===== config.mk =====
export PLATFORM = sky130hd
export DESIGN_NAME = sobel_edge
export DESIGN_NICKNAME = d
export VERILOG_FILES = /design/src/rtl/canny_pkg.sv /design/src/rtl/sobel_edge.sv
export SDC_FILE = /design/constraint.sdc
export NUM_CORES = 1
export LEC_CHECK = 0
export ABC_CLOCK_PERIOD_IN_PS = 7500
export BUFFER_PORTS_ARGS = -buffer_cell sky130_fd_sc_hd__buf_4
export CAP_MARGIN = 20
export CORE_UTILIZATION = 37
export CTS_BUF_LIST = sky130_fd_sc_hd__clkbuf_2
export CTS_CLUSTER_DIAMETER = 80
export CTS_CLUSTER_SIZE = 20
export DETAILED_ROUTE_END_ITERATION = 7
export PLACE_DENSITY_LB_ADDON = 0.2
export REMOVE_ABC_BUFFERS = 1
export SYNTH_ARGS = -nofsm -noshare
export SYNTH_HDL_FRONTEND = slang
export SYNTH_SLANG_ARGS = --single-unit

===== constraint.sdc =====
create_clock -name clk -period 7.5 [get_ports clk]
set_input_delay 2.25 -clock clk [delete_from_list [all_inputs] [get_ports clk]]
set_output_delay 2.25 -clock clk [all_outputs]
set_load 0.005 [all_outputs]

===== src/rtl/canny_pkg.sv =====
package canny_pkg;

	// image geometry
	localparam int IMG_DIM = 20;
	localparam int PIX_W = 4;
	localparam int IDX_W = 9;
	localparam int TOTAL_PIX = IMG_DIM * IMG_DIM;
	// pixels taken per load cycle
	localparam int LOAD_LANES = 5;
	// interior side left by a 3x3 window
	localparam int OUT_DIM = IMG_DIM - 2;

	// gradient magnitude |gx|+|gy|, at most 120
	localparam int MAG_W = 7;
	localparam int EDGE_THRESH = 24;

	typedef logic [PIX_W-1:0] pixel_t;

	// one load group, lane0 lands on the lowest pixel index
	typedef struct packed {
		pixel_t lane4;
		pixel_t lane3;
		pixel_t lane2;
		pixel_t lane1;
		pixel_t lane0;
	} pixel_lanes_t;

	// one column of a three-row band, top is the band's first row
	typedef struct packed {
		pixel_t top;
		pixel_t mid;
		pixel_t bot;
	} win_col_t;

	typedef enum logic [2:0] {
		LOAD_REG = 3'd0,
		SET_OP = 3'd1,
		PREPARE = 3'd2,
		LOAD_MOD = 3'd3,
		WRITE_BACK = 3'd4
	} ctrl_state_e;

	typedef enum logic [1:0] {
		OP_IDLE = 2'd0,
		OP_MEDIAN = 2'd1,
		OP_SOBEL = 2'd2
	} op_e;

endpackage

===== src/rtl/sobel_edge.sv =====
`timescale 1ns/10ps

module sobel_edge (
	input  logic                clk,
	input  logic                kern_clear,
	input  logic                en,
	input  canny_pkg::win_col_t win_col,
	output logic                edge_bit,
	output logic                edge_valid
);
	import canny_pkg::*;

	// left and centre columns held, right one is win_col
	win_col_t left_col;
	win_col_t mid_col;
	logic [1:0] seen;
	logic full;
	logic signed [MAG_W:0] gx;
	logic signed [MAG_W:0] gy;
	logic [MAG_W-1:0] mag;

	// 1-2-1 weighted sum, at most 60
	function automatic logic signed [MAG_W:0] wsum(input pixel_t a, input pixel_t b,
		input pixel_t c);
		return (MAG_W+1)'(a) + ((MAG_W+1)'(b) << 1) + (MAG_W+1)'(c);
	endfunction

	function automatic logic [MAG_W-1:0] absv(input logic signed [MAG_W:0] v);
		return (v < 0) ? MAG_W'(-v) : MAG_W'(v);
	endfunction

	assign full = en && (seen == 2'd2);

	// right column minus left column
	assign gx = wsum(win_col.top, win_col.mid, win_col.bot)
		- wsum(left_col.top, left_col.mid, left_col.bot);
	// bottom row minus top row
	assign gy = wsum(left_col.bot, mid_col.bot, win_col.bot)
		- wsum(left_col.top, mid_col.top, win_col.top);
	assign mag = absv(gx) + absv(gy);

	always_ff @(posedge clk) begin
		if (kern_clear) begin
			seen <= '0;
		end else if (en && seen != 2'd2) begin
			seen <= seen + 2'd1;
		end
	end

	always_ff @(posedge clk) begin
		if (en) begin
			left_col <= mid_col;
			mid_col <= win_col;
		end
	end

	// single stage, threshold on the incoming window
	always_ff @(posedge clk) begin
		edge_valid <= kern_clear ? 1'b0 : full;
		edge_bit <= full && (mag >= MAG_W'(EDGE_THRESH));
	end

endmodule


==> results.md <==
* Status: finished with violations
* Failing checks: DRC
* Setup_tns at 0 ps
* Die height at 84.6 um
* Netlist cell types at 30
* Total grt overflow at 0
* Crit path capture type: flop
* Worst path slowest cell: fa_1
* CP startpoint kind: input pin
* Cell Chain, Critical Path: buf_4, inv_1, fa_1, inv_1, fa_1, fa_1, ha_1, inv_1, fa_1, nor2b_1, o21ai_1, nand2b_1, a21o_1, mux2_1, fa_1, a21o_1, a21oi_1, o21bai_1, a21oi_1, xor3_1, a41oi_2
* RSZ-0062 raised after global routing: false
* Largest net degree at the start of global routing at 27
* Top FF cell, synth: edfxtp_1
* Sequential cell area at 801 um2
* Layout cells sized above 1 at 10.2%
* Hold WC Path Type: flop to flop
* GPL Wtd Cong at 0.807
* Clock Tree Root: clkbuf_2
* CP Class: input pin to flop
* Tmin final at 6590 ps
* Worst slew pin tran at 397 ps
* CTS Buf Count at 3
* Initial DRC Count at 59
* Nets at 317
* Post-CTS Hold Fix Bufs at 0
* CP dominant cell by count: fa_1
* Setup Buffers After CTS at 0
* Critical path fanouts, max at 4
* Clk_lat worst skew at 360 ps
* CTS Sinks at 28
* Synthesized area at 0.00252 mm2
* CTS H-tree lvls at 1
* Final setup vio count at 0
* Diode count at 0
* Hpwl dp at 3.39 mm
* Most frequent cell after synthesis: inv_1
* Top cells by count, synth: inv_1, fa_1, ha_1
* Die width at 84.6 um
* Wire per inst at 12.4 um
* FF-to-FF setup slack at 2440 ps
* F_max at 152 MHz
* Slew HR at 73.2%
* Seq/Total Area, Yosys at 31.7%
* Vias per cell at 4.64
* Top cell type's share of synthesized area at 28.6%
* Hold path depth at 0
* CTS clk-pin slew, worst paths at 250 ps
* Cell count after synthesis at 225
* Final Max Slew Viols at 0
* Floorplan Core Area at 0.00646 mm2
* Post-synth EDFFs at 24
* Final period util at 87.9%
* Reg-to-reg startpoint: mid_col[9]
* Largest area contributor in the netlist: edfxtp_1
* Initial antenna violation count at 0
* Hold path endpoint: left_col[6]
* Standard-cell row count at 29
* Yosys warns at 0
* WL final at 3.99 mm
* Syn avg cell area at 11.2 um2
* All-Layer GR Usage at 13.2%
* CTS tree: done
* Ranking of synthesized cells by area: edfxtp_1, fa_1, ha_1, inv_1, dfxtp_1
* # resized after CTS at 0
* P&R area growth vs syn at 9.33%
* Ys async rst share at 0%
* Post-route ant nets at 0
* Min-delay src: mid_col[6]
* DP Area at 0.00274 mm2
* Max Cap Viol at 0
* Via count at 1494
* Synth Register Bits at 28
* FILL cells at 636
* Worst r2r dst: edge_bit
* Die area at 0.00715 mm2
* Critical path required time at 7810 ps
* Worst EP arrival at 6900 ps
* First-pass GRT wire length at 7.48 mm
* PortBufs at 16
* # DRC at 4
* Setup Skew at 12.1 ps
* Initial Util at 39.1%
* Vias in the first global route at 1687
* Clk buf depth at 2
* Detailed Routing Iterations Pass 1 at 6
* Area of the multi-input gates at 0.00149 mm2
* R2R cell count at 18
* Final non-filler cell area at 0.00276 mm2
* Max stage delay on crit path at 530 ps
* IO Pins at 17
* Final Hold Viols at 0
## critical path, delay by kind of cell
family / cells / cell delay (ps)
adder cells (fa/ha/maj): 6 / 2430
AO/OA/AOI/OAI: 7 / 1090
AND/OR/NAND/NOR: 2 / 240
XOR/XNOR: 1 / 250
multiplexers: 1 / 380
buffers and inverters: 4 / 260
## cells in the final DEF (no fill, tap or decap), types with 3 or more instances in the layout
cell / instances
buf_4: 16
inv_1: 61
dfxtp_1: 4
xnor2_1: 6
a21o_1: 5
a31oi_1: 3
xor2_1: 9
clkbuf_2: 3
ha_1: 25
nor2b_1: 6
nor4_1: 3
nand2_1: 5
fa_1: 31
nor2_1: 12
a21oi_1: 8
edfxtp_1: 24
## kinds of logic after synthesis
group / share of synthesized area [%]
fa+ha+maj: 37.0
mux: 1.34
buf+inv: 9.08
xor+xnor: 6.80
flops: 31.7
simple gates: 7.14
compound gates: 6.90
## layer usage
| metal | share of wire, % | vias to the layer above | GRT usage (%) |
|---|---|---|---|
| met3 | 3.2 | 2 | 2.85 |
| li1 | - | 754 | - |
| met5 | 0 | - | 0 |
| met1 | 50 | 720 | 17.8 |
| met4 | 0.63 | 0 | 2.00 |
| met2 | 46 | 18 | 22.5 |
## how the worst max path moves through the flow
| stage | start | end | slack (ps) | cells past startpoint |
|---|---|---|---|---|
| finish | win_col[0] | edge_bit | 910 | 21 |
| CTS | win_col[0] | edge_bit | 860 | 21 |
| global route | win_col[0] | edge_bit | 580 | 21 |
| detailed placement | win_col[0] | edge_bit | 440 | 21 |
| global placement | win_col[0] | edge_bit | 580 | 21 |
| floorplan | win_col[10] | edge_bit | 850 | 18 |
## cell type report
class / instances / share of cell area, %
inverters: 61 / 8.30
clock buffers: 3 / 0.544
clock inverters: 1 / 0.136
flip-flops and latches: 28 / 29.0
repair buffers: 16 / 4.36
multi-input cells: 136 / 54.1
well taps: 77 / 3.49
## metrics by stage
step | util (%) | std cells | setup WS, ps | hold slack (ps)
3_5_place_dp | 42.4 | 318 | 437 | 407
5_1_grt | 42.7 | 322 | 575 | 474
6_report | 42.7 | 322 | 908 | 458
3_3_place_gp | 42.4 | 318 | 583 | 404
4_1_cts | 42.7 | 322 | 864 | 463
2_1_floorplan | - | 225 | 855 | 400
## flip-flops by register name, summed over array words and instances, names as in the netlist
| register | count |
|---|---|
| edge_bit | 1 |
| edge_valid | 1 |
| left_col | 12 |
| mid_col | 12 |
| seen | 2 |
Power is left out: the tool's default activity adds up to more than one toggle a clock period on the data nets, which glitch-free logic cannot reach.
