===== config.mk =====
export PLATFORM = sky130hd
export DESIGN_NAME = scan_ctrl
export DESIGN_NICKNAME = d
export VERILOG_FILES = /design/src/rtl/canny_pkg.sv /design/src/rtl/scan_ctrl.sv
export SDC_FILE = /design/constraint.sdc
export NUM_CORES = 1
export LEC_CHECK = 0
export ABC_AREA = 0
export BUFFER_PORTS_ARGS = -buffer_cell sky130_fd_sc_hd__buf_2
export CORE_UTILIZATION = 46
export DETAILED_ROUTE_END_ITERATION = 12
export HOLD_SLACK_MARGIN = 0.03
export PLACE_DENSITY = 0.73
export RECOVER_POWER = 25
export SYNTH_ARGS = -nofsm -noshare
export SYNTH_HDL_FRONTEND = slang
export SYNTH_SLANG_ARGS = --single-unit
export TNS_END_PERCENT = 1

===== constraint.sdc =====
create_clock -name clk -period 1.3 [get_ports clk]
set_input_delay 0.39 -clock clk [delete_from_list [all_inputs] [get_ports clk]]
set_output_delay 0.39 -clock clk [all_outputs]
set_load 0.005 [all_outputs]

===== src/rtl/canny_pkg.sv =====
package canny_pkg;

	// image geometry
	localparam int IMG_DIM = 20;
	localparam int PIX_W = 4;
	localparam int IDX_W = 9;
	localparam int TOTAL_PIX = IMG_DIM * IMG_DIM;
	// pixels taken per load cycle
	localparam int LOAD_LANES = 5;
	// interior side left by a 3x3 window
	localparam int OUT_DIM = IMG_DIM - 2;

	// gradient magnitude |gx|+|gy|, at most 120
	localparam int MAG_W = 7;
	localparam int EDGE_THRESH = 24;

	typedef logic [PIX_W-1:0] pixel_t;

	// one load group, lane0 lands on the lowest pixel index
	typedef struct packed {
		pixel_t lane4;
		pixel_t lane3;
		pixel_t lane2;
		pixel_t lane1;
		pixel_t lane0;
	} pixel_lanes_t;

	// one column of a three-row band, top is the band's first row
	typedef struct packed {
		pixel_t top;
		pixel_t mid;
		pixel_t bot;
	} win_col_t;

	typedef enum logic [2:0] {
		LOAD_REG = 3'd0,
		SET_OP = 3'd1,
		PREPARE = 3'd2,
		LOAD_MOD = 3'd3,
		WRITE_BACK = 3'd4
	} ctrl_state_e;

	typedef enum logic [1:0] {
		OP_IDLE = 2'd0,
		OP_MEDIAN = 2'd1,
		OP_SOBEL = 2'd2
	} op_e;

endpackage

===== src/rtl/scan_ctrl.sv =====
`timescale 1ns/10ps

module scan_ctrl (
	input  logic                   clk,
	input  logic                   reset,
	input  logic                   load_end,
	input  logic                   med_valid,
	input  logic                   edge_valid,
	output canny_pkg::ctrl_state_e state,
	output canny_pkg::op_e         op,
	output logic [4:0]             band_row,
	output logic [4:0]             col,
	output logic                   kern_en,
	output logic                   kern_clear
);
	import canny_pkg::*;

	ctrl_state_e state_next;
	logic cols_done;
	logic strobe;
	logic strobe_d;
	logic band_end;
	logic pass_end;

	// result strobe of whichever kernel the pass is running
	assign strobe = (op == OP_MEDIAN) ? med_valid : edge_valid;

	// band is over once every column went out and the results stopped
	assign band_end = (state == LOAD_MOD) && cols_done && strobe_d && !strobe;

	// band below the last one would start past row 17
	assign pass_end = band_row > 5'(OUT_DIM - 1);

	// kernels drop their window before each band
	assign kern_clear = (state == PREPARE);

	always_comb begin
		state_next = state;
		case (state)
			LOAD_REG: begin
				if (load_end) begin
					state_next = SET_OP;
				end
			end
			SET_OP: begin
				state_next = PREPARE;
			end
			PREPARE: begin
				if (!pass_end) begin
					state_next = LOAD_MOD;
				end else if (op == OP_MEDIAN) begin
					state_next = WRITE_BACK;
				end else begin
					state_next = LOAD_REG;
				end
			end
			LOAD_MOD: begin
				if (band_end) begin
					state_next = PREPARE;
				end
			end
			WRITE_BACK: begin
				state_next = SET_OP;
			end
			default: begin
				state_next = LOAD_REG;
			end
		endcase
	end

	always_ff @(posedge clk) begin
		if (reset) begin
			state <= LOAD_REG;
		end else begin
			state <= state_next;
		end
	end

	// operation sequence, idle again once the sobel pass is done
	always_ff @(posedge clk) begin
		if (reset) begin
			op <= OP_IDLE;
		end else if (state == SET_OP) begin
			case (op)
				OP_IDLE: op <= OP_MEDIAN;
				OP_MEDIAN: op <= OP_SOBEL;
				default: op <= OP_IDLE;
			endcase
		end else if (state == PREPARE && pass_end && op == OP_SOBEL) begin
			op <= OP_IDLE;
		end
	end

	// band index steps down one row per finished band
	always_ff @(posedge clk) begin
		if (reset || state == SET_OP) begin
			band_row <= '0;
		end else if (band_end) begin
			band_row <= band_row + 5'd1;
		end
	end

	// column request counter, holds at the last column
	always_ff @(posedge clk) begin
		if (reset || state == PREPARE) begin
			col <= '0;
			cols_done <= 1'b0;
		end else if (state == LOAD_MOD && !cols_done) begin
			if (col == 5'(IMG_DIM - 1)) begin
				cols_done <= 1'b1;
			end else begin
				col <= col + 5'd1;
			end
		end
	end

	// enable trails the request by the frame buffer read latency
	always_ff @(posedge clk) begin
		if (reset) begin
			kern_en <= 1'b0;
			strobe_d <= 1'b0;
		end else begin
			kern_en <= (state == LOAD_MOD) && !cols_done;
			strobe_d <= strobe;
		end
	end

endmodule


==> impl_metrics.ini, run 1 <==
[drt]
dr.pass1.iters = 4
drc_errors = 0
vias = 917
drtAntennaViolNets = 0
wl_um = 2300
drtIter0Drc = 17
post_drt_via_cell_ratio = 5.24
wire_per_inst_um = 13.2

[cts]
cts.sinks = 18
hold_buffers = 0
clock_latency_ns = 0.30
path_clk_slew_ns = 0.10
clockRootBuffer = clkbuf_4
cts_buffers = 3
htreeDepth = 1
cts_tree = done
cts.path.max_buffers = 2

[worst_setup_path]
cp_data_required_time_ns = 0.91
path_class = flip-flop to output port
cp_max_fo = 2
cp.arrival_ns = 1.19
cp-start-kind = flip-flop
cp-end-kind = output port

[cells_and_area]
drive_above_1_share_pct = 54.7
area_growth_syn_to_layout_pct = 53.7
fin_nets = 159
final_cells = 175
insertedDiodeCount = 0

[timing]
period_needed_ns = 1.58
fin_worst_skew_ns = 0.0105
relSlewSlack_pct = 83.2
maxSlewViolCount = 0
worst_pin_slew_ns = 0.248
setup_viol = 14
rsz0062_at_grt = yes
timing.final.crit_share_pct = 121
setup_tns_ns = -1.15
fin_ws_ns = -0.276
hold_viol = 0
fmax_mhz = 635

[status]
violations = setup timing
status = finished with violations

[placement]
io_buffers = 21
pre_cts_slack_ns = -0.191
hpwl_um = 1560
place_inst = 166
place_congestion = 0.749

[die]
io_pins = 22
placementRows = 15
die_w_um = 45.9
initial_core_util_pct = 50.1
core_mm2 = 0.00176
dieArea_mm2 = 0.00210
die_h_um = 45.9

[synthesis]
yosysUniqueCellTypes = 38
syn_area_per_cell_um2 = 9.21
synth_area_um2 = 885
synthesis.instances = 96
synth_top_flop_cell = dfxtp_1
synth_fp_nets = 104
async_reset_ff_share_pct = 0
synth-edff-count = 0
yosys_warnings = 0
yosys_register_bits = 18
synth_seq_area_share_pct = 40.7

[hold_path]
min_path_type = primary input to flip-flop

[global_route]
grt_max_degree = 11
grt_util_all_layers_pct = 23.3
grt_pass1_vias = 789
globalRoute.totalOverflow = 0
grt_pass1_wl_um = 3370
antenna_found_initial = 0

[power_and_ir_drop]
ir_drop_mv = 0.625
p_total_mw = 1.26
p_leak_nw = 0.623
p_per_area_mw_per_mm2 = 925

[job]
drv_cap = 0
-- Yosys cell counts (all sizes together), types with 2 or more instances --
| cell type | instances | share of area (%) |
|---|---|---|
| a21oi | 7 | 4.0 |
| and2b | 2 | 2.0 |
| and4bb | 2 | 2.8 |
| dfxtp | 18 | 41 |
| ha | 3 | 4.2 |
| inv | 4 | 1.7 |
| mux2i | 2 | 2.3 |
| nand2 | 10 | 4.5 |
| nand2b | 2 | 1.4 |
| nand3b | 2 | 1.7 |
| nand4 | 2 | 1.4 |
| nor2 | 11 | 4.7 |
| nor3 | 3 | 2.3 |
| o31ai | 3 | 2.5 |
| or3b | 2 | 2.0 |
| or4 | 2 | 1.7 |
| xnor2 | 2 | 2.0 |
| xor2 | 2 | 2.0 |
-- layer usage --
layer  part of all wire (%)  GRT usage (%)
met1                     44           26.7
met2                     50           40.0
met3                    3.1           4.76
met4                    2.9           12.4
met5                      0              0
-- worst max-delay path: stages, from the launching register on --
cell and delay [ns]:
dfxtp_2 0.33, or3b_4 0.40, inv_2 0.06, buf_2 0.10
-- cell usage in the layout (no fill, tap or decap), types with 2 or more instances in the layout --
cell	instances
nand4_1	2
nor2_1	11
mux2i_1	2
clkbuf_4	3
ha_1	3
inv_1	3
xor2_1	2
dfxtp_2	9
and4bb_2	2
nor3_1	2
a21oi_1	7
xnor2_1	2
buf_4	28
o31ai_1	2
dfxtp_1	9
nand3b_1	2
or4_1	2
buf_2	20
buf_6	3
or3b_4	2
nand2_1	9
-- per-stage QoR --
stage / cell area, um2 / util, % / hold WS [ns]
floorplan: 901 / - / 0.475
global placement: 1220 / 69.2 / 0.470
detailed placement: 1220 / 69.2 / 0.498
CTS: 1320 / 75.0 / 0.331
global route: 1360 / 77.1 / 0.323
finish: 1360 / 77.1 / 0.349
-- cell type report --
type	instances	area, um2
multi-input cells	73	562
fillers	134	404
flip-flops and latches	18	372
repair buffers	51	344
clock buffers	4	36.3
well taps	25	31.3
inverters	4	15.0
-- sequential cells by signal, indices dropped and copies added, names as in the netlist --
signal,cells
state,3
cols_done,1
op,2
band_row,5
col,5
kern_en,1
strobe_d,1
-- path summary, 6_finish.rpt --
kind	from	end	slack [ns]	cells after the start
setup / recovery	state[0]$_SDFFE_PP0P_	kern_clear	-0.28	3
hold / removal	load_end	state[0]$_SDFFE_PP0P_	0.35	3
setup reg to reg	op[1]$_SDFFE_PP0P_	band_row[3]$_SDFFE_PP0P_	-0.13	4
hold reg to reg	op[1]$_SDFFE_PP0P_	op[1]$_SDFFE_PP0P_	0.50	2
-- cells by family after synthesis --
group / synth area share, %
multiplexers: 2.26
AND/OR/NAND/NOR: 32.0
buffers and inverters: 2.12
adder cells (fa/ha/maj): 4.24
flip-flops: 40.7
XOR/XNOR: 3.96
AO/OA/AOI/OAI: 14.7
-- power by group --
| part | switching (mW) | internal, mW | leakage (nW) |
|---|---|---|---|
| registers | 0.0148 | 0.578 | 0.150 |
| logic | 0.146 | 0.166 | 0.452 |
| clock network | 0.183 | 0.171 | 0.0210 |
-- what timing repair did --
action / 4_1_cts / 5_1_grt
pin swaps: 7 / 3
resized for setup: 10 / 10
setup buffers: 5 / 0
setup endpoints to repair: 16 / 29
endpoints found under the hold margin: 0 / 0
Note: power is estimated with default switching activity, not from simulation.
==> run 2, diff against run 1 <==
- SKIP_LAST_GASP: default -> 1
==> impl_metrics.ini, run 2 (synthesis results as in run 1) <==
[status]
status = finished with violations
violations = setup timing

[cts]
clock_latency_ns = 0.29
cts_buffers = 3
path_clk_slew_ns = 0.10
clockRootBuffer = clkbuf_4
cts.sinks = 18
hold_buffers = 0
cts_tree = done
cts.path.max_buffers = 2
htreeDepth = 1

[die]
die_h_um = 45.9
dieArea_mm2 = 0.00210
io_pins = 22
placementRows = 15
core_mm2 = 0.00176
die_w_um = 45.9
initial_core_util_pct = 50.1

[drt]
wl_um = 2040
vias = 891
drtIter0Drc = 14
post_drt_via_cell_ratio = 5.09
drtAntennaViolNets = 0
wire_per_inst_um = 11.7
drc_errors = 0
dr.pass1.iters = 4

[worst_setup_path]
path_class = flip-flop to output port
cp_data_required_time_ns = 0.91
cp-start-kind = flip-flop
cp.arrival_ns = 1.18
cp-end-kind = output port
cp_max_fo = 2

[cells_and_area]
reg_top3 = band_row (5), col (5), state (3)
fin_nets = 159
post-route-util_pct = 73.6
multi_input_area_um2 = 519
drive_above_1_share_pct = 48.0
seqCellArea_um2 = 367
area_growth_syn_to_layout_pct = 46.8
insertedDiodeCount = 0
mostFrequentLayoutCells = buf_4, buf_2, dfxtp_1
final_cells = 175
post-route-cell-area_mm2 = 0.00130
final_common_cell = buf_4
nFillCells = 145

[timing]
fin_ws_ns = -0.268
setup_tns_ns = -1.90
period_needed_ns = 1.57
fmax_mhz = 638
worst_pin_slew_ns = 0.326
relSlewSlack_pct = 78.1
maxSlewViolCount = 0
rsz0062_at_grt = yes
fin_worst_skew_ns = 0.00502
setup_viol = 21
hold_viol = 0
timing.final.crit_share_pct = 121

[global_route]
grt_util_all_layers_pct = 21.2
grt_pass1_wl_um = 3110
grt_pass1_vias = 758
grt_max_degree = 11
globalRoute.totalOverflow = 0
antenna_found_initial = 0

[power_and_ir_drop]
p_per_area_mw_per_mm2 = 942
p_leak_nw = 0.612
ir_drop_mv = 0.573
p_total_mw = 1.22

[hold_path]
min_path_type = primary input to flip-flop

[placement]
io_buffers = 21
postPlaceCellArea_mm2 = 0.00122
hpwl_um = 1560
place_inst = 166
place_congestion = 0.749

[job]
drv_cap = 0
[run 2: power breakdown]
group / switching (mW) / internal, mW / total, mW
registers: 0.0133 / 0.578 / 0.592
logic: 0.133 / 0.155 / 0.288
clock network: 0.173 / 0.171 / 0.344
[run 2: through the flow]
step	hold slack, ns	worst slack, ns
after floorplan	0.475	-0.0394
after global placement	0.470	-0.146
after detailed placement	0.498	-0.191
after CTS	0.331	-0.269
after global routing	0.332	-0.318
final	0.333	-0.268
[run 2: final timing paths]
kind	depth (start not counted)	slack (ns)	to	start
hold / removal	3	0.33	state[0]$_SDFFE_PP0P_	load_end
hold reg to reg	2	0.51	op[1]$_SDFFE_PP0P_	op[1]$_SDFFE_PP0P_
setup reg to reg	5	-0.17	band_row[4]$_SDFFE_PP0P_	state[2]$_SDFFE_PP0P_
setup / recovery	3	-0.27	kern_clear	state[0]$_SDFFE_PP0P_
[run 2: final cells by class]
type | instances | share of cell area [%]
clock buffers | 4 | 2.79
multi-input cells | 73 | 40.0
inverters | 4 | 1.16
repair buffers | 51 | 25.4
well taps | 25 | 2.41
flip-flops and latches | 18 | 28.2
[run 2: timing repair]
action / in CTS / in global routing
pin swaps: 1 / 0
setup buffers: 5 / 0
resized for setup: 4 / 0
setup endpoints to repair: 16 / 29
[run 2: worst max-delay path, cell delays in order (launching register included)]
cell and delay (ns):
dfxtp_2 0.33, or3b_4 0.40, inv_2 0.06, buf_2 0.10
[run 2: metal layers]
layer / track usage (%) / vias up / share of wire, %
li1: - / 457 / -
met1: 25.2 / 412 / 46
met2: 36.1 / 18 / 49
met3: 3.57 / 4 / 3.0
met4: 10.6 / 0 / 1.9
met5: 0 / - / 0
==> run 3, diff against run 2 <==
- PLACE_DENSITY: 0.73 -> 0.77
==> impl_metrics.ini, run 3 (synthesis results as in run 1) <==
[power_and_ir_drop]
p_leak_nw = 0.589
ir_drop_mv = 0.627
p_per_area_mw_per_mm2 = 916

[hold_path]
hp-start = reset
min_path_type = primary input to flip-flop

[job]
drv_cap = 0

[placement]
pre_cts_slack_ns = -0.180
io_buffers = 21
hpwl_um = 1620
place_congestion = 0.836
postPlaceCellArea_mm2 = 0.00121

[cells_and_area]
insertedDiodeCount = 0
final_common_cell = buf_4
drive_above_1_share_pct = 46.3
mostFrequentLayoutCells = buf_4, buf_2, dfxtp_1
reg_top3 = band_row (5), col (5), state (3)
post-route-cell-area_mm2 = 0.00127
fin_nets = 157
area_growth_syn_to_layout_pct = 44.1
post-route-util_pct = 72.3

[global_route]
grt_util_met1_pct = 29.0
globalRoute.totalOverflow = 0
busiest_layer = met2
grt_util_all_layers_pct = 24.4
grt_max_degree = 10
grt_pass1_wl_um = 3680
grt_util_met2_pct = 41.7
grt_pass1_vias = 901
antenna_found_initial = 0
global_route.usage.met3_pct = 3.57

[drt]
wire_per_inst_um = 13.1
post_drt_via_cell_ratio = 5.31
wl_um = 2260
drtAntennaViolNets = 0
drtIter0Drc = 19
drc_errors = 0
vias = 914
dr.pass1.iters = 4

[die]
die_h_um = 45.9
io_pins = 22
die_w_um = 45.9
core_mm2 = 0.00176
initial_core_util_pct = 50.1
dieArea_mm2 = 0.00210
placementRows = 15

[cts]
cts.sinks = 18
cts_buffers = 3
clockRootBuffer = clkbuf_4
clock_latency_ns = 0.29
htreeDepth = 1
cts_tree = done
path_clk_slew_ns = 0.10
hold_buffers = 0
cts.path.max_buffers = 2

[worst_setup_path]
slowest_delay_ns = 0.40
crit_chain = or3b_4 -> inv_2 -> buf_6
cp.buffers_inverters = 2
cp_data_required_time_ns = 0.91
cp-start-kind = flip-flop
critPathLaunch = state[2]$_SDFFE_PP0P_
cp.arrival_ns = 1.18
worstReg2RegStart = state[2]$_SDFFE_PP0P_
cp-end-kind = output port
cpLargestDelayFamily = simple AND/OR/NAND/NOR gates
cp_max_fo = 2
crit_path_top_delay_cell = or3b_4
path_class = flip-flop to output port

[timing]
relSlewSlack_pct = 76.6
maxSlewViolCount = 0
fin_worst_skew_ns = 0.00194
setup_viol = 21
fin_ws_ns = -0.272
rsz0062_at_grt = yes
period_needed_ns = 1.57
fmax_mhz = 636
timing.final.crit_share_pct = 121
hold_viol = 0
worst_pin_slew_ns = 0.348

[status]
violations = setup timing
status = finished with violations
-- run 3: final cells by class --
| type | count | area, um2 |
|---|---|---|
| tap | 25 | 31.3 |
| fill | 153 | 489 |
| multi-input combinational | 73 | 519 |
| clock buffer | 3 | 22.5 |
| sequential | 18 | 367 |
| timing repair buffer | 49 | 320 |
| inverter | 4 | 15.0 |
-- run 3: metal layers --
| metal | share of wire, % | vias up | routed length [um] |
|---|---|---|---|
| met5 | 0 | - | 0 |
| met4 | 2.8 | 0 | 63 |
| met3 | 3.6 | 9 | 81 |
| met2 | 51 | 30 | 1150 |
| met1 | 43 | 428 | 966 |
| li1 | - | 447 | - |
-- run 3: worst register-to-register path, stage by stage (launching register included) --
cell and delay [ns]:
dfxtp_2 0.33, buf_4 0.14, and3b_2 0.27, nand2_2 0.07
or4_1 0.48, a21oi_1 0.14
-- run 3: power by group --
part | switching [mW] | internal (mW)
Combinational | 0.140 | 0.161
Sequential | 0.0140 | 0.578
Clock | 0.167 | 0.108
Total | 0.321 | 0.847
-- run 3: path summary, 6_finish.rpt --
check,cells past startpoint,endpoint,slack [ns]
min,2,strobe_d$_SDFF_PP0_,0.32
max,3,kern_clear,-0.27
min reg2reg,2,band_row[4]$_SDFFE_PP0P_,0.53
max reg2reg,5,band_row[4]$_SDFFE_PP0P_,-0.19
-- run 3: repair_timing --
item	in CTS	in global routing
endpoints found under the setup margin	19	23
hold endpoints to repair	0	0
gates resized for setup	4	1
pin swaps	1	1
setup buffers	4	0
-- run 3: through the flow --
step	cells	hold WS, ns	power, mW	setup TNS, ns
floorplan	96	0.475	0.736	-0.0867
global placement	165	0.492	0.854	-0.582
detailed placement	165	0.510	0.860	-0.972
CTS	172	0.314	1.16	-2.09
global route	172	0.332	1.22	-3.50
finish	172	0.320	1.17	-2.18
