$ cat src/rtl/canny_pkg.sv
package canny_pkg;

	// image geometry
	localparam int IMG_DIM = 20;
	localparam int PIX_W = 4;
	localparam int IDX_W = 9;
	localparam int TOTAL_PIX = IMG_DIM * IMG_DIM;
	// pixels taken per load cycle
	localparam int LOAD_LANES = 5;
	// interior side left by a 3x3 window
	localparam int OUT_DIM = IMG_DIM - 2;

	// gradient magnitude |gx|+|gy|, at most 120
	localparam int MAG_W = 7;
	localparam int EDGE_THRESH = 24;

	typedef logic [PIX_W-1:0] pixel_t;

	// one load group, lane0 lands on the lowest pixel index
	typedef struct packed {
		pixel_t lane4;
		pixel_t lane3;
		pixel_t lane2;
		pixel_t lane1;
		pixel_t lane0;
	} pixel_lanes_t;

	// one column of a three-row band, top is the band's first row
	typedef struct packed {
		pixel_t top;
		pixel_t mid;
		pixel_t bot;
	} win_col_t;

	typedef enum logic [2:0] {
		LOAD_REG = 3'd0,
		SET_OP = 3'd1,
		PREPARE = 3'd2,
		LOAD_MOD = 3'd3,
		WRITE_BACK = 3'd4
	} ctrl_state_e;

	typedef enum logic [1:0] {
		OP_IDLE = 2'd0,
		OP_MEDIAN = 2'd1,
		OP_SOBEL = 2'd2
	} op_e;

endpackage
$ cat src/rtl/median_3x3.sv
`timescale 1ns/10ps

module median_3x3 (
	input  logic                clk,
	input  logic                kern_clear,
	input  logic                en,
	input  canny_pkg::win_col_t win_col,
	output canny_pkg::pixel_t   med_pix,
	output logic                med_valid
);
	import canny_pkg::*;

	// two stored columns, the third is the incoming one
	win_col_t left_col;
	win_col_t mid_col;
	logic [1:0] seen;
	logic full;
	// each column sorted, top lowest and bot highest
	win_col_t sorted [3];
	logic sort_valid;

	function automatic pixel_t min2(input pixel_t a, input pixel_t b);
		return (a < b) ? a : b;
	endfunction

	function automatic pixel_t max2(input pixel_t a, input pixel_t b);
		return (a > b) ? a : b;
	endfunction

	function automatic pixel_t med3(input pixel_t a, input pixel_t b, input pixel_t c);
		return max2(min2(a, b), min2(max2(a, b), c));
	endfunction

	function automatic win_col_t sort3(input win_col_t c);
		win_col_t s;
		s.top = min2(min2(c.top, c.mid), c.bot);
		s.mid = med3(c.top, c.mid, c.bot);
		s.bot = max2(max2(c.top, c.mid), c.bot);
		return s;
	endfunction

	// window complete when two columns are already held
	assign full = en && (seen == 2'd2);

	always_ff @(posedge clk) begin
		if (kern_clear) begin
			seen <= '0;
		end else if (en && seen != 2'd2) begin
			seen <= seen + 2'd1;
		end
	end

	always_ff @(posedge clk) begin
		if (en) begin
			left_col <= mid_col;
			mid_col <= win_col;
		end
	end

	// stage 1, sort within each column
	always_ff @(posedge clk) begin
		sort_valid <= kern_clear ? 1'b0 : full;
		sorted[0] <= sort3(left_col);
		sorted[1] <= sort3(mid_col);
		sorted[2] <= sort3(win_col);
	end

	// stage 2, median of max-of-lows, median-of-mids, min-of-highs
	always_ff @(posedge clk) begin
		med_valid <= kern_clear ? 1'b0 : sort_valid;
		med_pix <= med3(max2(max2(sorted[0].top, sorted[1].top), sorted[2].top),
			med3(sorted[0].mid, sorted[1].mid, sorted[2].mid),
			min2(min2(sorted[0].bot, sorted[1].bot), sorted[2].bot));
	end

endmodule

$ cat config.mk
export PLATFORM = sky130hd
export DESIGN_NAME = median_3x3
export DESIGN_NICKNAME = d
export VERILOG_FILES = /design/src/rtl/canny_pkg.sv /design/src/rtl/median_3x3.sv
export SDC_FILE = /design/constraint.sdc
export NUM_CORES = 1
export LEC_CHECK = 0
export BUFFER_PORTS_ARGS = -buffer_cell sky130_fd_sc_hd__clkbuf_2
export CAP_MARGIN = 20
export CORE_UTILIZATION = 30
export DETAILED_ROUTE_END_ITERATION = 8
export MAX_ROUTING_LAYER = met4
export RECOVER_POWER = 50
export SLEW_MARGIN = 10
export SYNTH_ARGS = -nofsm -noshare
export SYNTH_HDL_FRONTEND = slang
export SYNTH_SLANG_ARGS = --single-unit
export TNS_END_PERCENT = 1
$ cat constraint.sdc
create_clock -name clk -period 8.3 [get_ports clk]
set_clock_uncertainty 0.2 [all_clocks]
set_input_delay 1.66 -clock clk [delete_from_list [all_inputs] [get_ports clk]]
set_output_delay 1.66 -clock clk [all_outputs]
set_load 0.1 [all_outputs]
==> results_dict.tcl, run 1 <==
set metrics [dict create \
    ant_nets 0 \
    postCtsHoldBufs 0 \
    die_y_um 134 \
    synthAdderAreaFrac 0.218 \
    ys_top_cells_by_area "ha_1 22%, dfxtp_1 17%, edfxtp_1 14%" \
    layout_min_cycle_time_ns 7.99 \
    cap_viol_max_count 0 \
    drt_first_iter_violations 184 \
    critPathMostFrequentCell "ha_1" \
    area_delta_synth_final_pct 14.3 \
    ys_seq_elements 68 \
    dpl.hpwl_um 9450 \
    nFillCells 1675 \
    row_count 47 \
    crit_start "sorted[0][17]$_DFF_P_" \
    worstMarginPinSlew_ns 1.30 \
    initial_utilization 0.311 \
    worst_ep_arrival_time_ns 8.02 \
    final_layout_size_suffix_gt1_frac 0.150 \
    synth-xor-area-share 0.00168 \
    r2r_start "sorted[0][17]$_DFF_P_" \
    syn-cell-area_um2 5210 \
    final_max_slew_viol_count 0 \
    ioPinCount 20 \
    yosys_warnings 0 \
    grt_pass1_wl_um 19400 \
    hold_violations 0 \
    min_from "sort_valid$_SDFF_PP0_" \
    clkTransAtPathRegs_ns 0.06 \
    die_width_um 134 \
    synth_top_area_share 0.218 \
    worstPathMaxFanout 7 \
    diodes 0 \
    setup-violations-final 0 \
    synth_edf_count 24 \
    first_global_vias 4200 \
    async_reset_ff_frac 0 \
    vias 4061 \
    gp_congestion 0.827 \
    cts-root-buf "clkbuf_16" \
    grt_max_degree 27 \
    synth_cells 551 \
    status "complete, no violations" \
    synth.area.mux_share 0.115 \
    avgSynthCellArea_um2 9.46 \
    max_freq_mhz 125 \
    cts_buffers 9 \
    synth_top_family_by_area "adder cells" \
    slew_headroom 0.133 \
    synth_top_area_cell "ha_1" \
    yosysSeqAreaShare 0.307 \
    overflow 0 \
    grt_antenna_before_repair 0 \
    path_class "flop to flop" \
    first_pass_iters 5 \
    synth_nets 657 \
    ys_types 59 \
    core-area_um2 16800 \
    finalNetCount 696 \
    cpPeakStageDelay_ns 0.37 \
    fin_ws_ns 0.309 \
    synth_compound_area_frac 0.192 \
    wirelength_um 11600 \
    die_area_um2 17900 \
    start_kind "flop" \
    cts.sinks 68 \
    cts_tree "yes" \
    portBuffers 19 \
    crit_required_ns 8.33 \
    cp_slowest_cell "mux2_2" \
    viasPerCell 4.98 \
    clock_path_buffers 2 \
    drc 0 \
    synth-simple-area-share 0.110 \
    end_kind "flop" \
    fin_crit_sh 0.963 \
    clkLatencyLatePin_ns 0.33 \
    hp-class "flop to flop" \
    htreeDepth 3 \
    wl_per_cell_um 14.2 \
    synth_ff_type "dfxtp_1" \
    place_ws_ns -0.128 \
    grtUsageTotal 0.139 \
]
## flip-flops by register name (all words and copies together), names as in the netlist
signal and count:
left_col 12, mid_col 12, med_pix 4, sort_valid 1
sorted 36, seen 2, med_valid 1
## Yosys cell counts, types with 7 or more instances
| master | instances |
|---|---|
| mux2_2 | 27 |
| edfxtp_1 | 24 |
| dfxtp_1 | 44 |
| nand2b_1 | 9 |
| ha_1 | 91 |
| o21ai_0 | 32 |
| a21o_1 | 7 |
| nor2b_1 | 16 |
| inv_1 | 73 |
| nor2_1 | 38 |
| o21a_1 | 9 |
| mux2i_1 | 24 |
| a21oi_1 | 45 |
| a41o_1 | 10 |
| nand2_1 | 27 |
## through the flow
step | TNS, ns | utilization | instance area, um^2 | std cells | hold WS [ns]
2_1_floorplan | 0 | - | 5210 | 551 | 0.214
3_3_place_gp | 0 | 0.333 | 5580 | 790 | 0.221
3_5_place_dp | -0.134 | 0.333 | 5580 | 790 | 0.229
4_1_cts | 0 | 0.350 | 5860 | 806 | 0.244
5_1_grt | -0.0910 | 0.356 | 5960 | 815 | 0.268
6_report | 0 | 0.356 | 5960 | 815 | 0.236
## path summary, 6_finish.rpt
path                               end  slack [ns]  depth (start not counted)
setup / recovery    med_pix[3]$_DFF_P_        0.31                         39
hold / removal    med_valid$_SDFF_PP0_        0.24                          1
setup reg to reg    med_pix[3]$_DFF_P_        0.31                         39
hold reg to reg   med_valid$_SDFF_PP0_        0.24                          1
## per-layer routing
layer  part of all wire  global-route usage  routed length, um  vias up
li1                   -                   -                  -     2081
met1               0.46               0.157               5300     1904
met2               0.50               0.240               5780       61
met3              0.024              0.0249                282       15
met4              0.018              0.0556                208        0
met5                  0                   -                  0        -
## worst max-delay path: cells and delay by family (launching register included)
kind | cells | cell delay, ns
compound gates | 15 | 2.77
fa+ha+maj | 6 | 1.82
simple gates | 10 | 1.15
mux | 3 | 1.03
buf+inv | 5 | 0.55
flops | 1 | 0.35
## cell usage in the layout, fill, tap and decap left out, types with 3 or more instances in the layout
master / instances
a31oi_1: 4
o21ai_0: 32
buf_4: 11
o21a_1: 9
o311ai_0: 3
a41o_1: 10
nand2b_1: 9
edfxtp_1: 24
clkbuf_16: 9
o21bai_1: 3
nand4_1: 4
nand2_1: 27
and2_2: 3
clkbuf_2: 5
inv_1: 72
a21o_1: 7
ha_1: 91
nor2_1: 38
a21oi_2: 6
clkbuf_1: 14
nor3_1: 3
a21oi_1: 39
nor2b_1: 16
nand3_1: 3
mux2_2: 27
o211ai_1: 6
mux2i_1: 24
mux2_4: 3
a21boi_0: 3
a21o_2: 3
dfxtp_1: 43
## what timing repair did
item	CTS	global route
setup buffers	0	9
setup endpoints to repair	3	4
hold endpoints to repair	0	0
gates resized for setup	2	11
pin swaps	0	9
## layout make-up
class	instances	area, um^2	share of cell area
Sequential cell	68	1600	0.269
Tap cell	220	275	0.0462
Clock buffer	9	225	0.0378
Timing Repair Buffer	30	160	0.0269
Multi-Input combinational cell	408	3370	0.566
Inverter	73	274	0.0460
Clock inverter	7	50.0	0.00840
## cell families after synthesis
kind of cell	count (synthesis)
compound gates	147
xor+xnor	1
fa+ha+maj	91
buf+inv	75
flops	68
mux	55
simple gates	114
Power of run 1 is left out: the tool's default activity adds up to more than one toggle a clock period on the data nets, which glitch-free logic cannot reach.
==> run 2, diff against run 1 <==
--- a/config.mk
+++ b/config.mk
@@ -5,10 +5,12 @@
 export SDC_FILE = /design/constraint.sdc
 export NUM_CORES = 1
 export LEC_CHECK = 0
+export ABC_AREA = 1
 export BUFFER_PORTS_ARGS = -buffer_cell sky130_fd_sc_hd__clkbuf_2
 export CAP_MARGIN = 20
 export CORE_UTILIZATION = 30
 export DETAILED_ROUTE_END_ITERATION = 8
+export GPL_TIMING_DRIVEN = 1
 export MAX_ROUTING_LAYER = met4
 export RECOVER_POWER = 50
 export SLEW_MARGIN = 10
==> run 2 against run 1 <==
  * First-iteration DRC count fell by 8.2%
  * Sequential cell count stayed put
  * Non-clock buffer count shrank 11
  * Synthesized area shrank 4.7%
  * Worst setup slack gained 1.1 ns
  * Critical path type unchanged
  * Critical endpoint is now med_pix[0]$_DFF_P_
  * Highest routed layer unchanged
==> results_dict.tcl, run 2 <==
set metrics [dict create \
    status "complete, no violations" \
    clock_path_buffers 2 \
    finalNetCount 784 \
    first_pass_iters 5 \
    nFillCells 1761 \
    synth_top_area_share 0.229 \
    overflow 0 \
    post-cts-setup-buffers 0 \
    final_max_slew_viol_count 0 \
    grt_pass1_wl_um 17100 \
    end_kind "flop" \
    start_kind "flop" \
    worstPathMaxFanout 8 \
    wirelength_um 10300 \
    crit_required_ns 8.38 \
    cts-root-buf "clkbuf_16" \
    fin_crit_sh 0.832 \
    drc 0 \
    die_area_um2 17100 \
    synth_nets 754 \
    cp_slowest_cell "a21oi_1" \
    ioPinCount 20 \
    initial_utilization 0.311 \
    worst_ep_arrival_time_ns 6.99 \
    row_count 46 \
    largest_reg_flops 36 \
    dp_cells 883 \
    synth.most_common_cell "nand2_1" \
    cts.sinks 68 \
    worstMarginPinSlew_ns 1.37 \
    cts_resized 0 \
    final_common_cell "nand2_1" \
    clkLatencyLatePin_ns 0.34 \
    grt_max_degree 27 \
    core-area_um2 16000 \
    cpPeakStageDelay_ns 0.38 \
    htreeDepth 3 \
    synth_ff_type "dfxtp_1" \
    regMostFlops "sorted" \
    setup-tns-final_ns 0 \
    final_cell_mix "140 x nand2_1, 105 x inv_1, 91 x ha_1" \
    gp_congestion 0.793 \
    grtUsageTotal 0.134 \
    place_ws_ns 1.48 \
    portBuffers 19 \
    synthTopCellsByCount "140 x nand2_1, 105 x inv_1, 91 x ha_1" \
    yosysSeqAreaShare 0.322 \
    grt_antenna_before_repair 0 \
    wl_per_cell_um 11.4 \
    die_width_um 131 \
    fin_ws_ns 1.39 \
    max_freq_mhz 145 \
    hp-class "flop to flop" \
    layout_min_cycle_time_ns 6.91 \
    seq_area_um2 1600 \
    hold_violations 0 \
    synth_cells 648 \
    first_global_vias 3729 \
    reg_top3 "sorted: 36 flops, left_col: 12 flops, mid_col: 12 flops" \
    synth_edf_count 24 \
    async_reset_ff_frac 0 \
    area_delta_synth_final_pct 13.7 \
    instances_no_fill 899 \
    syn-cell-area_um2 4970 \
    postCtsHoldBufs 0 \
    diodes 0 \
    synth_top_area_cell "ha_1" \
    cts_buffers 9 \
    cap_viol_max_count 0 \
    rsz0062_at_grt "false" \
    yosys_warnings 0 \
    ys_types 31 \
    ant_nets 0 \
    setup-violations-final 0 \
    vias 4089 \
    utilization 0.353 \
    viasPerCell 4.55 \
    clkTransAtPathRegs_ns 0.06 \
    dpl.hpwl_um 8300 \
    critPathMostFrequentCell "nand2_1" \
    ys_top_cells_by_area "ha_1 23%, dfxtp_1 18%, edfxtp_1 15%" \
    final_layout_size_suffix_gt1_frac 0.0688 \
    cts_tree "yes" \
    die_y_um 131 \
    drt_first_iter_violations 169 \
    r2r_cells 42 \
    multiInputGateArea_um2 2950 \
    path_class "flop to flop" \
    worstHoldPathCells 2 \
    avgSynthCellArea_um2 7.67 \
    ys_seq_elements 68 \
    slew_headroom 0.0894 \
]
[run 2: cell count changes in the layout (fill, tap and decap cells not counted), sizes merged, moves of 8 or more]
cell,before,now
o21ai,34,81
o21a,9,1
a41o,10,0
mux2i,24,0
nand2,27,153
inv,76,110
a21o,10,0
nor2b,17,0
nand2b,10,0
mux2,31,0
buf,11,0
nand3,3,23
[run 2: per-layer routing]
metal | track usage | vias up | share of wire
met4 | 0.0527 | 0 | 0.021
met1 | 0.168 | 1779 | 0.50
met3 | 0.0248 | 16 | 0.033
met5 | - | - | 0
li1 | - | 2226 | -
met2 | 0.212 | 68 | 0.44
[run 2: cell families after synthesis]
kind of cell	Yosys count	share of synthesized area
AOI/OAI and AO/OA	150	0.169
buffers and inverters	111	0.0839
and+or+nand+nor	228	0.196
adders and majority gates	91	0.229
DFF	68	0.322
[run 2: layout make-up]
cell class | instances | share of cell area
Clock buffer | 10 | 0.0423
Clock inverter | 6 | 0.0168
Inverter | 111 | 0.0737
Multi-Input combinational cell | 469 | 0.522
Sequential cell | 68 | 0.283
Tap cell | 216 | 0.0478
Timing Repair Buffer | 19 | 0.0139
[run 2: worst paths after layout]
kind / startpoint / slack [ns] / to
worst min-delay path: sort_valid$_SDFF_PP0_ / 0.21 / med_valid$_SDFF_PP0_
worst max-delay path: sorted[0][19]$_DFF_P_ / 1.39 / med_pix[0]$_DFF_P_
worst max register to register: sorted[0][19]$_DFF_P_ / 1.39 / med_pix[0]$_DFF_P_
worst min register to register: sort_valid$_SDFF_PP0_ / 0.21 / med_valid$_SDFF_PP0_
[run 2: per-stage QoR]
step / cell area [um^2] / hold WS (ns)
3_3_place_gp: 5330 / 0.192
4_1_cts: 5670 / 0.208
5_1_grt: 5650 / 0.230
6_report: 5650 / 0.209
2_1_floorplan: 4970 / 0.188
3_5_place_dp: 5330 / 0.197
[run 2: critical path: cells and delay by family (launching register included)]
family | cells | cell delay (ns)
flops | 1 | 0.33
buf+inv | 8 | 0.65
compound gates | 11 | 2.31
fa+ha+maj | 6 | 1.83
simple gates | 17 | 1.58
Power of run 2 is left out for the same reason.
==> run 3, diff against run 2 <==
==> constraint.sdc (replaced) <==
create_clock -name clk -period 6.4 [get_ports clk]
set_clock_uncertainty 0.2 [all_clocks]
set_input_delay 1.28 -clock clk [delete_from_list [all_inputs] [get_ports clk]]
set_output_delay 1.28 -clock clk [all_outputs]
set_load 0.1 [all_outputs]
==> run 3 against run 2 <==
  * Cell count increased by 0.89%
  * Count of clock-buffer cells in the layout decreased by 1
  * First-iteration DRC count increased by 4.7%
  * Largest cell class unchanged
  * Critical path depth increased by 8
  * Global-route usage increased by 0.31 points
  * Critical endpoint unchanged
  * Fmax increased by 13%
  * Highest routed layer unchanged
  * Routed wire length increased by 1.1%
  * Worst setup slack got worse by 1.1 ns
  * Sequential share of layout area decreased by 0.86 points
  * Non-clock buffer count increased by 8
  * Via count about the same
  * Design area increased by 3.5%
==> results_dict.tcl, run 3 (synthesized netlist as in run 2, its figures left out) <==
set metrics [dict create \
    worst_hold_slack_ns 0.207 \
    clkLatencyLatePin_ns 0.33 \
    initial_utilization 0.311 \
    finish.instance_area_um2 5850 \
    core-area_um2 16000 \
    row_count 46 \
    die_width_um 131 \
    layout_min_cycle_time_ns 6.10 \
    grt_pass1_wl_um 17600 \
    first_global_vias 3847 \
    final_common_cell "nand2_1" \
    cts-root-buf "clkbuf_16" \
    wl_per_cell_um 11.5 \
    cts_tree "yes" \
    dpl.hpwl_um 8310 \
    drt_first_iter_violations 177 \
    diodes 0 \
    ant_nets 0 \
    grt_antenna_before_repair 0 \
    hold_violations 0 \
    largest_reg_flops 36 \
    drc 0 \
    path_class "flop to flop" \
    hp-class "flop to flop" \
    crit_required_ns 6.48 \
    end_kind "flop" \
    clkTransAtPathRegs_ns 0.06 \
    cp_slowest_cell "dfxtp_2" \
    viasPerCell 4.51 \
    cts_buffers 9 \
    grtUsageTotal 0.137 \
    ioPinCount 20 \
    grt_max_degree 27 \
    first_pass_iters 4 \
    wirelength_um 10400 \
    max_freq_mhz 164 \
    worstMarginPinSlew_ns 1.39 \
    final_cell_mix "132 x nand2_1, 102 x inv_1, 86 x ha_1" \
    die_area_um2 17100 \
    fin_crit_sh 0.953 \
    final_max_slew_viol_count 0 \
    regMostFlops "sorted" \
    die_y_um 131 \
    reg_top3 "sorted: 36 flops, left_col: 12 flops, mid_col: 12 flops" \
    finalNetCount 792 \
    rsz0062_at_grt "true" \
    overflow 0 \
    clock_path_buffers 2 \
    status "complete, no violations" \
    cap_viol_max_count 0 \
    critPathMostFrequentCell "inv_1" \
    worstPathMaxFanout 8 \
    vias 4088 \
    setup-violations-final 0 \
    nFillCells 1706 \
    gp_congestion 0.823 \
    slew_headroom 0.0721 \
    area_delta_synth_final_pct 17.7 \
    start_kind "flop" \
    cpPeakStageDelay_ns 0.33 \
    htreeDepth 3 \
    worst_ep_arrival_time_ns 6.18 \
    post_dp_cell_area_um2 5380 \
    final_layout_size_suffix_gt1_frac 0.126 \
    portBuffers 19 \
    cts.sinks 68 \
]
## run 3: cell types whose count changed in the layout (fill, tap and decap cells not counted), sizes merged
cell,delta
inv,+3
clkinv,-2
bufinv,-1
buf,+8
clkinvlp,+1
clkbuf,-1
## run 3: layout make-up
type	count	area, um^2	share of cell area
Multi-Input combinational cell	469	3110	0.532
Sequential cell	68	1610	0.275
Inverter	111	417	0.0713
Tap cell	216	270	0.0462
Clock buffer	9	225	0.0385
Timing Repair Buffer	27	139	0.0238
Clock inverter	7	81.3	0.0139
## run 3: routing by layer
metal  track usage  wire [um]
met5             -          0
met4        0.0446        189
met3        0.0261        260
met2         0.223       4810
met1         0.170       5130
## run 3: final timing paths
path / from / to / slack [ns] / depth (start not counted)
worst min register to register: sort_valid$_SDFF_PP0_ / med_valid$_SDFF_PP0_ / 0.21 / 2
worst max register to register: sorted[0][19]$_DFF_P_ / med_pix[0]$_DFF_P_ / 0.30 / 50
worst max-delay path: sorted[0][19]$_DFF_P_ / med_pix[0]$_DFF_P_ / 0.30 / 50
worst min-delay path: sort_valid$_SDFF_PP0_ / med_valid$_SDFF_PP0_ / 0.21 / 2
## run 3: per-stage QoR
step	cells	TNS (ns)	setup WS (ns)	utilization
4_1_cts	905	0	0.0440	0.356
3_5_place_dp	889	-0.265	-0.135	0.336
6_report	907	0	0.301	0.365
3_3_place_gp	889	0	0.0578	0.336
2_1_floorplan	648	0	0.196	-
5_1_grt	907	-0.172	-0.106	0.365
## run 3: repair_timing
| item | 4_1_cts | 5_1_grt |
|---|---|---|
| pin swaps | 0 | 10 |
| endpoints found under the setup margin | 4 | 4 |
| gates resized for setup | 4 | 36 |
| hold buffers | 0 | 0 |
| setup buffers | 0 | 2 |
## run 3: critical path, delay by kind of cell (launching register included)
| family | cells | cell delay, ns |
|---|---|---|
| compound gates | 9 | 1.20 |
| fa+ha+maj | 6 | 1.54 |
| flops | 1 | 0.33 |
| simple gates | 22 | 1.84 |
| buf+inv | 13 | 0.93 |
Power of run 3 is left out for the same reason.
